[src/rtl/board_config.svh]
// ##########################################################################
// Build-time settings for the arcade board input block
// Bit positions refer to the platform joystick word
// BOARD_BTN_OFFSET moves start, coin and pause up by one for 3-button games
// BOARD_ACTIVE_LOW is a 1-bit literal so it can be replicated into masks
// ##########################################################################
`ifndef BOARD_CONFIG_SVH
`define BOARD_CONFIG_SVH

// reset stretchers release once the counter reaches all ones
`define BOARD_RST_CNT_W     8

`define BOARD_JOY_W         16  // platform joystick word
`define BOARD_GAME_JOY_W    10  // word handed to the game core

// 0 for two-button games, 1 for three-button games
`define BOARD_BTN_OFFSET    1

`define BOARD_START1_BIT    (6 + `BOARD_BTN_OFFSET)
`define BOARD_START2_BIT    (7 + `BOARD_BTN_OFFSET)
`define BOARD_COIN_BIT      (8 + `BOARD_BTN_OFFSET)
`define BOARD_PAUSE_BIT     (9 + `BOARD_BTN_OFFSET)

`define BOARD_GFX_LAYERS    4

// game core expects inverted joystick, coin, start and service
`define BOARD_ACTIVE_LOW    1'b1

`endif

[src/rtl/board_pkg.sv]
// ##########################################################################
// Vector types shared by the board input RTL and its testbench
// Widths come from the config header, so both stay in step
// player_pair_t holds bit 0 for player 1 and bit 1 for player 2
// ##########################################################################
`include "board_config.svh"

package board_pkg;

    // raw joystick word as delivered by the platform
    typedef logic [`BOARD_JOY_W-1:0] board_joy_t;

    // joystick word seen by the game core
    // bits 3..0 are directions, buttons and start/coin/pause above them
    typedef logic [`BOARD_GAME_JOY_W-1:0] game_joy_t;

    // one bit per player, for coin and start
    typedef logic [1:0] player_pair_t;

    // one enable per graphics layer
    typedef logic [`BOARD_GFX_LAYERS-1:0] gfx_mask_t;

    // stretch counter used by both reset generators
    typedef logic [`BOARD_RST_CNT_W-1:0] rst_cnt_t;

endpackage

[src/rtl/board_inputs.sv]
// ##########################################################################
// Input and reset section of the arcade board wrapper
// All ports belong to the clk_sys domain
// rst is the platform reset and must be synchronous to clk_sys
// sys_rst resets the input logic and game_rst holds the core
// ##########################################################################
`timescale 1ns/10ps

module board_inputs import board_pkg::*; (
    input  logic         clk_sys,
    input  logic         rst,
    input  logic         downloading,
    input  logic         rst_req,
    input  logic         dip_flip,
    input  logic         rot_control,
    input  board_joy_t   board_joystick1,
    input  board_joy_t   board_joystick2,
    input  game_joy_t    key_joy1,
    input  game_joy_t    key_joy2,
    input  player_pair_t key_coin,
    input  player_pair_t key_start,
    input  logic         key_pause,
    input  logic         key_reset,
    input  gfx_mask_t    key_gfx,
    input  logic         key_service,
    output logic         sys_rst,
    output logic         sys_rst_n,
    output logic         game_rst,
    output logic         game_rst_n,
    output game_joy_t    game_joystick1,
    output game_joy_t    game_joystick2,
    output player_pair_t game_coin,
    output player_pair_t game_start,
    output logic         game_pause,
    output gfx_mask_t    gfx_en,
    output logic         game_service
);

    logic joy_pause;
    logic soft_rst;     // reset key back into the game reset

    reset_gen reset_gen_i (
        .clk_sys     (clk_sys),
        .rst         (rst),
        .downloading (downloading),
        .rst_req     (rst_req),
        .dip_flip    (dip_flip),
        .soft_rst    (soft_rst),
        .sys_rst     (sys_rst),
        .sys_rst_n   (sys_rst_n),
        .game_rst    (game_rst),
        .game_rst_n  (game_rst_n)
    );

    joy_mapper joy_mapper_i (
        .clk_sys         (clk_sys),
        .sys_rst         (sys_rst),
        .board_joystick1 (board_joystick1),
        .board_joystick2 (board_joystick2),
        .key_joy1        (key_joy1),
        .key_joy2        (key_joy2),
        .key_coin        (key_coin),
        .key_start       (key_start),
        .rot_control     (rot_control),
        .game_joystick1  (game_joystick1),
        .game_joystick2  (game_joystick2),
        .game_coin       (game_coin),
        .game_start      (game_start),
        .joy_pause       (joy_pause)
    );

    user_toggles user_toggles_i (
        .clk_sys      (clk_sys),
        .sys_rst      (sys_rst),
        .key_pause    (key_pause),
        .joy_pause    (joy_pause),
        .key_reset    (key_reset),
        .key_gfx      (key_gfx),
        .key_service  (key_service),
        .game_pause   (game_pause),
        .gfx_en       (gfx_en),
        .soft_rst     (soft_rst),
        .game_service (game_service)
    );

endmodule

[src/rtl/joy_mapper.sv]
// ##########################################################################
// Joystick, coin and start mapping for the game core
// Platform joysticks pass one register stage before use
// Keys are assumed already synchronous to clk_sys
// rot_control swaps the direction pairs for rotated screens
// Outputs freeze while sys_rst is high and are never cleared
// ##########################################################################
`timescale 1ns/10ps
`include "board_config.svh"

module joy_mapper import board_pkg::*; (
    input  logic         clk_sys,
    input  logic         sys_rst,
    input  board_joy_t   board_joystick1,
    input  board_joy_t   board_joystick2,
    input  game_joy_t    key_joy1,
    input  game_joy_t    key_joy2,
    input  player_pair_t key_coin,
    input  player_pair_t key_start,
    input  logic         rot_control,
    output game_joy_t    game_joystick1,
    output game_joy_t    game_joystick2,
    output player_pair_t game_coin,
    output player_pair_t game_start,
    output logic         joy_pause      // either player pressed pause
);

    localparam game_joy_t    JOY_INV  = {`BOARD_GAME_JOY_W{`BOARD_ACTIVE_LOW}};
    localparam player_pair_t PAIR_INV = {2{`BOARD_ACTIVE_LOW}};

    board_joy_t   joy1_sync;
    board_joy_t   joy2_sync;
    game_joy_t    joy1_merged;
    game_joy_t    joy2_merged;
    player_pair_t coin_raw;
    player_pair_t start_raw;

    // swap bit 0 with 1 and bit 2 with 3
    function automatic game_joy_t apply_rotation(input game_joy_t joy, input logic rot);
        game_joy_t rotated;
        rotated = joy;
        if (rot) begin
            rotated[0] = joy[1];
            rotated[1] = joy[0];
            rotated[2] = joy[3];
            rotated[3] = joy[2];
        end
        return rotated;
    endfunction

    always_ff @(posedge clk_sys) begin
        joy1_sync <= board_joystick1;
        joy2_sync <= board_joystick2;
    end

    // upper platform bits are not passed to the game
    assign joy1_merged = joy1_sync[`BOARD_GAME_JOY_W-1:0] | key_joy1;
    assign joy2_merged = joy2_sync[`BOARD_GAME_JOY_W-1:0] | key_joy2;

    assign coin_raw = {joy2_sync[`BOARD_COIN_BIT], joy1_sync[`BOARD_COIN_BIT]} | key_coin;

    // either joystick may start either player
    assign start_raw = {joy1_sync[`BOARD_START2_BIT] | joy2_sync[`BOARD_START2_BIT],
                        joy1_sync[`BOARD_START1_BIT] | joy2_sync[`BOARD_START1_BIT]}
                       | key_start;

    assign joy_pause = joy1_sync[`BOARD_PAUSE_BIT] | joy2_sync[`BOARD_PAUSE_BIT];

    always_ff @(posedge clk_sys) begin
        if (!sys_rst) begin
            game_joystick1 <= apply_rotation(joy1_merged, rot_control) ^ JOY_INV;
            game_joystick2 <= apply_rotation(joy2_merged, rot_control) ^ JOY_INV;
            game_coin      <= coin_raw ^ PAIR_INV;
            game_start     <= start_raw ^ PAIR_INV;
        end
    end

endmodule

[src/rtl/reset_gen.sv]
// ##########################################################################
// System and game reset generation, all on rising clk_sys
// rst must already be synchronous to clk_sys
// Both resets last 256 cycles after the last trigger is seen
// Active-low copies assert one edge after the source and release two
// edges after it, for blocks that use them as async resets
// ##########################################################################
`timescale 1ns/10ps

module reset_gen import board_pkg::*; (
    input  logic clk_sys,
    input  logic rst,           // platform reset
    input  logic downloading,   // ROM load in progress
    input  logic rst_req,       // reset request from the core
    input  logic dip_flip,
    input  logic soft_rst,      // one-cycle pulse from the reset key
    output logic sys_rst,
    output logic sys_rst_n,
    output logic game_rst,
    output logic game_rst_n
);

    rst_cnt_t sys_cnt;
    rst_cnt_t game_cnt;
    logic     last_dip_flip;
    logic     game_trig;
    logic     pre_sys_rst_n;
    logic     pre_game_rst_n;

    always_ff @(posedge clk_sys) begin
        if (rst) begin
            sys_cnt <= '0;
            sys_rst <= 1'b1;
        end else if (sys_cnt != '1) begin
            sys_cnt <= sys_cnt + 1'b1;
            sys_rst <= 1'b1;
        end else begin
            sys_rst <= 1'b0;    // counter saturated
        end
    end

    // flipping the screen needs a fresh start of the game
    always_ff @(posedge clk_sys) begin
        last_dip_flip <= dip_flip;
    end

    assign game_trig = sys_rst | downloading | rst_req | soft_rst |
                       (dip_flip != last_dip_flip);

    // any trigger restarts the stretch
    always_ff @(posedge clk_sys) begin
        if (game_trig) begin
            game_cnt <= '0;
            game_rst <= 1'b1;
        end else if (game_cnt != '1) begin
            game_cnt <= game_cnt + 1'b1;
            game_rst <= 1'b1;
        end else begin
            game_rst <= 1'b0;
        end
    end

    // assert early, release through two flops
    always_ff @(posedge clk_sys) begin
        if (sys_rst | downloading) begin
            pre_sys_rst_n <= 1'b0;
            sys_rst_n     <= 1'b0;
        end else begin
            pre_sys_rst_n <= 1'b1;
            sys_rst_n     <= pre_sys_rst_n;
        end
    end

    always_ff @(posedge clk_sys) begin
        if (game_rst) begin
            pre_game_rst_n <= 1'b0;
            game_rst_n     <= 1'b0;
        end else begin
            pre_game_rst_n <= 1'b1;
            game_rst_n     <= pre_game_rst_n;
        end
    end

endmodule

[src/rtl/user_toggles.sv]
// ##########################################################################
// User controls that toggle on a key press
// Inputs are level signals synchronous to clk_sys, acted on at rising edges
// Holding a key has no effect beyond the first edge
// A key held through sys_rst gives no edge once reset ends
// ##########################################################################
`timescale 1ns/10ps
`include "board_config.svh"

module user_toggles import board_pkg::*; (
    input  logic      clk_sys,
    input  logic      sys_rst,
    input  logic      key_pause,
    input  logic      joy_pause,
    input  logic      key_reset,
    input  gfx_mask_t key_gfx,
    input  logic      key_service,
    output logic      game_pause,
    output gfx_mask_t gfx_en,       // one bit per graphics layer
    output logic      soft_rst,     // single-cycle pulse
    output logic      game_service
);

    localparam logic SERVICE_INV = `BOARD_ACTIVE_LOW;

    logic      last_pause;
    logic      last_joy_pause;
    logic      last_reset;
    gfx_mask_t last_gfx;
    logic      pause_edge;
    gfx_mask_t gfx_edge;

    // history runs during reset too
    always_ff @(posedge clk_sys) begin
        last_pause     <= key_pause;
        last_joy_pause <= joy_pause;
        last_reset     <= key_reset;
        last_gfx       <= key_gfx;
    end

    assign pause_edge = (key_pause & ~last_pause) | (joy_pause & ~last_joy_pause);
    assign gfx_edge   = key_gfx & ~last_gfx;

    always_ff @(posedge clk_sys) begin
        if (sys_rst) begin
            game_pause   <= 1'b0;
            gfx_en       <= '1;             // all layers visible
            soft_rst     <= 1'b0;
            game_service <= SERVICE_INV;    // inactive level
        end else begin
            if (pause_edge) begin
                game_pause <= ~game_pause;
            end
            gfx_en       <= gfx_en ^ gfx_edge;
            soft_rst     <= key_reset & ~last_reset;
            game_service <= key_service ^ SERVICE_INV;
        end
    end

endmodule

[config.mk]
export PLATFORM = sky130hd
export DESIGN_NAME = board_inputs
export DESIGN_NICKNAME = d
export VERILOG_FILES = /design/src/rtl/board_pkg.sv /design/src/rtl/board_inputs.sv /design/src/rtl/joy_mapper.sv /design/src/rtl/reset_gen.sv /design/src/rtl/user_toggles.sv
export VERILOG_INCLUDE_DIRS = /design/src /design/src/rtl
export SDC_FILE = /design/constraint.sdc
export NUM_CORES = 1
export LEC_CHECK = 0
export BUFFER_PORTS_ARGS = -buffer_cell sky130_fd_sc_hd__buf_2
export CAP_MARGIN = 20
export CORE_ASPECT_RATIO = 2
export CORE_MARGIN = 3
export CORE_UTILIZATION = 48
export CTS_CLUSTER_SIZE = 25
export DETAILED_ROUTE_END_ITERATION = 8
export PLACE_DENSITY = 0.78
export SLEW_MARGIN = 20
export SYNTH_ARGS = -nofsm -noshare
export SYNTH_HDL_FRONTEND = slang
export SYNTH_SLANG_ARGS = --single-unit
[constraint.sdc]
create_clock -name clk_sys -period 1.6 [get_ports clk_sys]
set_input_delay 0.32 -clock clk_sys [delete_from_list [all_inputs] [get_ports clk_sys]]
set_output_delay 0.32 -clock clk_sys [all_outputs]
set_load 0.005 [all_outputs]
Word level (Yosys, flattened, before mapping)
Cells that the tools add are included. W data, S select, Z words.

Flip-flop bits (word level): 83. Latch bits: 0. Bits in writable memories: 0. Bits in read-only memories: 0. Input port bits: 69. Output and inout port bits: 34. Memories: 0.

Add/subtract/negate cells: 2. $mul: 0. Div/mod/pow operators: 0. Magnitude comparators: 0. Eq/ne operators: 3. Shift-type cells: 0. Multiplexer cells: 8. Bitwise gates (word level): 27. Reduce and logical (&&, ||, !) cells: 0.

Operators by type and width (number): $not A10 Y10 (2); $or A10 B10 Y10 (2); $add A8 B1 Y8 const B (2); $mux W4 (4); $ne A8 B8 Y1 const B (2); $or A1 B1 Y1 (8); $not A1 Y1 (5); $and A4 B4 Y4 (1); $mux W1 (4); $not A2 Y2 (2); $not A4 Y4 (1); $or A2 B2 Y2 (2); $xor A4 B4 Y4 (1); $and A1 B1 Y1 (3); $ne A1 B1 Y1 (1).

Depth between registers and ports, before layout
Gate-level depths: netlist (run 1).

Depth after elaboration: 4. Depth in mapped cells: 4.

By module
From an unflattened synthesis (run 1), not the netlist that was laid out.

Cell total of the unflattened synthesis: 223. Area, all modules: 2834.0 µm².

By module, submodules not included: joy_mapper (instances 1, cells each 81, area each 1395.1 µm²); reset_gen (instances 1, cells each 108, area each 1014.7 µm²); user_toggles (instances 1, cells each 34, area each 424.2 µm²).

Least setup slack after synthesis (run 1)
No wires, ideal clock.

Path kind: reg2reg. Start point: register reset_gen_i.sys_cnt[0]. End point: register reset_gen_i.sys_cnt[0]. Data arrival time: 1287 ps. Setup slack: 191 ps. Cell stages (with the launch flop): 5. Buffers on the path: 0. Period minus slack after synthesis: 1409 ps. Cell sequence: dfxtp_1 > ha_1 > and4_1 > and2_4 > mux2_4.

Longest elaborated chain between the ends: 1. Elaborated cells between the ends (all ways): 2.

RTL lines: start: declaration (RTL line reset_gen.sv:23) `rst_cnt_t sys_cnt;`; start signal: assignment (RTL line reset_gen.sv:35) `sys_cnt <= sys_cnt + 1'b1;`; $add A8 B1 Y8 / $ne A8 B8 Y1 (equally long branches) (RTL line reset_gen.sv:35, reset_gen.sv:34).

Parallel ways exist; a longest one is shown, timed or not. A chain may end at the register's enable or synchronous reset.

Worst setup path after layout (run 1)
Start point: register reset_gen_i.sys_cnt[1]. End point: register reset_gen_i.sys_cnt[0].

Longest elaborated chain between the ends: 1.

RTL lines: $ne A8 B8 Y1 (RTL line reset_gen.sv:34) `end else if (sys_cnt != '1) begin`.

Every way passes these cells.

==> flow_summary.json, run 1 <==
{
  "status": "finished, final reports clean",
  "critical_path_class": "flip-flop to flip-flop",
  "overflow": 0,
  "hold_path_class": "input pin to flip-flop",
  "drt-initial-drc-count": 77,
  "cts-root-buf": "clkbuf_8",
  "first_global_vias": 1929,
  "critical_path.endpoint_type": "flip-flop",
  "synth_top_area_share_pct": 42.64,
  "met3_length_um": 408,
  "antenna_found_initial": 0,
  "h-tree-depth": 3,
  "pre_cts_ws_ps": 127.2,
  "cts_setup_buffers": 0,
  "synth_seq_cells": 83,
  "routed.top_layer": "met4",
  "drive_gt1_share_pct": 39.76,
  "antenna_left": 0,
  "nFillCells": 442,
  "grt_max_degree": 30,
  "port_buffers": 92,
  "setup_tns_ps": 0,
  "syn_area_mm2": 0.002770,
  "synth_edf_count": 24,
  "synth_cell_type_count": 39,
  "final_common_cell": "buf_2",
  "vdd.ir_drop.worst_mv": 0.9002,
  "die_x_um": 59.72,
  "drc": 0,
  "crit_required_ps": 1830,
  "fp.dieH_um": 113.4,
  "critPathLaunchType": "flip-flop",
  "grt.total_usage_pct": 16.16,
  "rsz0062_at_grt": "false",
  "finalCriticalPeriod_ps": 1466,
  "area_growth_pct": 26.02,
  "arrival_ps": 1700,
  "tritoncts": "done",
  "leakagePower_nw": 1.451,
  "clk-insertion-delay-late_ps": 350,
  "setup_viol": 0,
  "num_antenna_cells": 0,
  "worstMarginPinSlew_ps": 439.2,
  "avgSynthCellArea_um2": 12.71,
  "fmax_mhz": 681.9,
  "final.setup.worst_slack_ps": 133.6,
  "dp_hpwl_mm": 3.844,
  "routabilityCongestion": 0.8650,
  "grt_first_pass_wirelength_mm": 8.280,
  "maxCapViolCount": 0,
  "ys_warn_count": 0,
  "routed_wl_mm": 5.064,
  "fin_nets": 393,
  "synth_largest_area_cell": "dfxtp_1",
  "drt_pass1_iterations": 4,
  "cellPowerDensity_mw_per_mm2": 1036,
  "relSlewSlack_pct": 70.50,
  "power_mw": 3.616,
  "start_util_pct": 50.23,
  "io-pin-count": 103,
  "vias": 1972,
  "crit_fanout": 6,
  "die-area_mm2": 0.006774,
  "drt-wirelength-per-cell_um": 13.09,
  "avgViaCountPerCell": 5.096,
  "wl_met1_mm": 1.810,
  "syn_inst": 218,
  "cts_buffers": 9,
  "seq_area_frac_synth_pct": 68.65,
  "clock_path_buffers": 2,
  "num_rows": 38,
  "slew_viol_final": 0,
  "rrSetupSlack_ps": 130,
  "synthArstFlopShare_pct": 0,
  "clock-sinks": 83,
  "post-route-period-util_pct": 91.65,
  "wl_met2_mm": 2.704,
  "synth_ff_type": "dfxtp_1",
  "synth_area_leaders": "dfxtp_1, edfxtp_1, nor2_1",
  "final_cell_mix": "buf_2, dfxtp_1, nor2_1",
  "core_mm2": 0.005515,
  "hold_violations": 0,
  "syn-num-nets": 289,
  "path_clk_slew_ps": 80,
  "finalClockSkew_ps": 8.340
}
[layer usage]
layer	vias to the layer above	GRT usage (%)
met5	-	0
met4	0	9.024
met3	11	4.757
met2	73	28.47
met1	899	15.98
li1	989	-
[through the flow]
stage	cells	cell area [um^2]	util [%]	hold WS, ps
CTS	387	3485	63.18	48.51
finish	387	3491	63.29	68.10
floorplan	218	2770	-	347.7
detailed placement	371	3323	60.25	393.3
global placement	371	3323	60.25	380.4
global route	387	3491	63.29	53.12
[worst paths after layout]
check                             from  cells past startpoint                         to
min                 board_joystick1[8]                      1  joy_mapper_i.joy1_sync[8]
max             reset_gen_i.sys_cnt[1]                      4     reset_gen_i.sys_cnt[0]
min reg2reg  user_toggles_i.last_reset                      1    user_toggles_i.soft_rst
max reg2reg     reset_gen_i.sys_cnt[1]                      4     reset_gen_i.sys_cnt[0]
[synth_stat cells (4+ instances only)]
| cell type | count |
|---|---|
| a21oi_1 | 6 |
| dfxtp_1 | 59 |
| a211oi_1 | 4 |
| nand3_1 | 7 |
| mux2_2 | 8 |
| nor2_1 | 28 |
| nor3_1 | 11 |
| a31oi_1 | 6 |
| edfxtp_1 | 24 |
| nor2b_1 | 8 |
| and3_1 | 4 |
| xnor2_1 | 5 |
| nand2_1 | 9 |
[worst max-delay path, cell delays in order, from the launching register on]
cell     delay, ps
dfxtp_1        370
ha_1           280
and4_1         250
and2_4         160
mux2_4         290
[report_power, final]
part / total, mW / switching (mW) / internal, mW
Combinational: 0.159 / 0.0608 / 0.0986
Clock: 1.23 / 0.682 / 0.549
Sequential: 2.22 / 0.0191 / 2.21
[cells by family (layout without fill, tap and decap cells)]
| family | Yosys count | count (layout) | synth area share (%) |
|---|---|---|---|
| AOI/OAI and AO/OA | 23 | 23 | 5.646 |
| xor gates and xnor gates | 5 | 5 | 1.581 |
| adders and majority gates | 2 | 2 | 0.9032 |
| buffers and inverters | 6 | 115 | 0.9938 |
| DFF | 83 | 83 | 68.65 |
| muxes | 12 | 12 | 5.059 |
| and+or+nand+nor | 87 | 87 | 17.16 |
[state kept, by name (all words and copies together) (netlist names), 2 cells and up]
signal,flops
joy_mapper_i.joy1_sync,11
joy_mapper_i.joy2_sync,11
joy_mapper_i.game_joystick1,10
joy_mapper_i.game_joystick2,10
reset_gen_i.game_cnt,8
reset_gen_i.sys_cnt,8
user_toggles_i.gfx_en,4
user_toggles_i.last_gfx,4
joy_mapper_i.game_coin,2
joy_mapper_i.game_start,2
[area by class of cell]
type | instances | area (um^2) | area share, %
multi-input cells | 129 | 847.1 | 24.27
well taps | 60 | 75.07 | 2.151
flip-flops and latches | 83 | 1902 | 54.48
clock buffers | 10 | 127.6 | 3.656
clock inverters | 6 | 33.78 | 0.9677
repair buffers | 97 | 498.0 | 14.27
inverters | 2 | 7.507 | 0.2151
[timing repair]
action                                  CTS  global route
hold buffers                              0             0
endpoints found under the setup margin    0             1
resized for setup                         0             1
Power figures use the tool's default switching activity.
==> inputs of run 2 (changes only) <==
--- a/config.mk
+++ b/config.mk
@@ -8,7 +8,7 @@
 export LEC_CHECK = 0
 export BUFFER_PORTS_ARGS = -buffer_cell sky130_fd_sc_hd__buf_2
 export CAP_MARGIN = 20
-export CORE_ASPECT_RATIO = 2
+export CORE_ASPECT_RATIO = 1.1
 export CORE_MARGIN = 3
 export CORE_UTILIZATION = 48
 export CTS_CLUSTER_SIZE = 25
==> flow_summary.json, run 2 (synthesized netlist as in run 1, its figures left out) <==
{
  "status": "finished, final reports clean",
  "drc": 0,
  "grt_first_pass_wirelength_mm": 7.879,
  "critPathLaunchType": "flip-flop",
  "antenna_left": 0,
  "core_mm2": 0.005465,
  "critical_path.endpoint_type": "flip-flop",
  "finalCriticalPeriod_ps": 1455,
  "final_common_cell": "buf_2",
  "path_cells": "ha_1, and4_1, and2_4, mux2_4",
  "crit_fanout": 5,
  "pre_cts_ws_ps": 170.1,
  "fmax_mhz": 687.2,
  "fin_nets": 392,
  "antenna_found_initial": 0,
  "crit_required_ps": 1830,
  "drt-wirelength-per-cell_um": 12.31,
  "clk-insertion-delay-late_ps": 340,
  "rrSetupSlack_ps": 140,
  "cellPowerDensity_mw_per_mm2": 1115,
  "fp.dieH_um": 85.68,
  "worstMarginPinSlew_ps": 453.7,
  "overflow": 0,
  "num_antenna_cells": 0,
  "hold_path_class": "input pin to flip-flop",
  "die_x_um": 78.43,
  "routabilityCongestion": 0.7657,
  "avgViaCountPerCell": 4.810,
  "critical_path_class": "flip-flop to flip-flop",
  "setup_viol": 0,
  "dp.cells": 385,
  "vdd.ir_drop.worst_mv": 0.7493,
  "grt.total_usage_pct": 15.25,
  "leakagePower_nw": 1.470,
  "hold_violations": 0,
  "slew_viol_final": 0,
  "port_buffers": 92,
  "cts_setup_buffers": 0,
  "tritoncts": "done",
  "drt_pass1_iterations": 4,
  "vias": 1929,
  "area_growth_pct": 27.91,
  "clock-sinks": 83,
  "finalClockSkew_ps": 8.992,
  "final_cell_mix": "buf_2, dfxtp_1, nor2_1",
  "top_regs": "joy_mapper_i.joy1_sync (11), joy_mapper_i.joy2_sync (11)",
  "nFillCells": 450,
  "die-area_mm2": 0.006719,
  "first_global_vias": 1845,
  "final.setup.worst_slack_ps": 144.9,
  "h-tree-depth": 3,
  "grt_max_degree": 30,
  "post_cts_resized": 0,
  "post-route-period-util_pct": 90.95,
  "cts_buffers": 9,
  "maxCapViolCount": 0,
  "hold-worst-slack_ps": 74.79,
  "slowest_stage": "dfxtp_1",
  "io-pin-count": 103,
  "num_rows": 28,
  "holdBufCountCts": 0,
  "cts-root-buf": "clkbuf_8",
  "setup_tns_ps": 0,
  "rsz0062_at_grt": "false",
  "routed_wl_mm": 4.935,
  "drt-initial-drc-count": 63,
  "path_clk_slew_ps": 80,
  "arrival_ps": 1680,
  "stdcell_count": 401,
  "final_core_util_pct": 64.84,
  "clock_path_buffers": 2,
  "cp_slowest_stage_delay_ps": 390,
  "relSlewSlack_pct": 69.52,
  "start_util_pct": 50.69,
  "dp_hpwl_mm": 3.640,
  "drive_gt1_share_pct": 39.26
}
==> run 2: cell count changes in the layout (fill, tap and decap cells not counted) <==
cell	before	now
clkinv_1	1	0
buf_4	5	4
nor4b_1	1	2
bufinv_16	0	2
clkinvlp_4	2	1
nor4b_2	1	0
clkbuf_1	1	2
clkinv_2	3	2
==> run 2: path summary, 6_finish.rpt <==
path	from	endpoint	cells after the start
hold reg to reg	user_toggles_i.last_reset	user_toggles_i.soft_rst	1
hold / removal	board_joystick2[7]	joy_mapper_i.joy2_sync[7]	1
setup / recovery	reset_gen_i.sys_cnt[0]	reset_gen_i.sys_cnt[0]	4
setup reg to reg	reset_gen_i.sys_cnt[0]	reset_gen_i.sys_cnt[0]	4
==> run 2: through the flow <==
step | power (mW) | instance area [um^2]
2_1_floorplan | 2.342 | 2770
3_3_place_gp | 2.426 | 3334
3_5_place_dp | 2.437 | 3334
4_1_cts | 4.000 | 3543
5_1_grt | 4.100 | 3543
6_report | 3.952 | 3543
==> run 2: layout make-up <==
cell class	count	area, um^2	share of cell area, %
Sequential cell	83	1902	53.67
Multi-Input combinational cell	129	840.8	23.73
Timing Repair Buffer	96	490.5	13.84
Clock buffer	11	131.4	3.708
Tap cell	75	93.84	2.648
Clock inverter	5	77.57	2.189
Inverter	2	7.507	0.2119
==> run 2: power breakdown <==
| part | leakage, nW | total (mW) | internal [mW] | switching [mW] |
|---|---|---|---|---|
| clock | 0.103 | 1.57 | 0.875 | 0.691 |
| sequential | 0.707 | 2.23 | 2.21 | 0.0204 |
| combinational | 0.660 | 0.160 | 0.0977 | 0.0622 |
| total | 1.47 | 3.95 | 3.18 | 0.773 |
==> run 2: critical path, delay by kind of cell (launching register included) <==
kind          cells  cell delay (ps)
mux               1              290
flops             1              390
simple gates      2              470
fa+ha+maj         1              200
==> run 2: metal layers <==
metal	part of all wire, %	wire length [um]	track usage (%)	up-vias
li1	-	-	-	984
met1	42	2063	17.28	856
met2	48	2362	26.09	80
met3	8.7	431	3.676	9
met4	1.6	77	9.062	0
met5	0	0	0	-
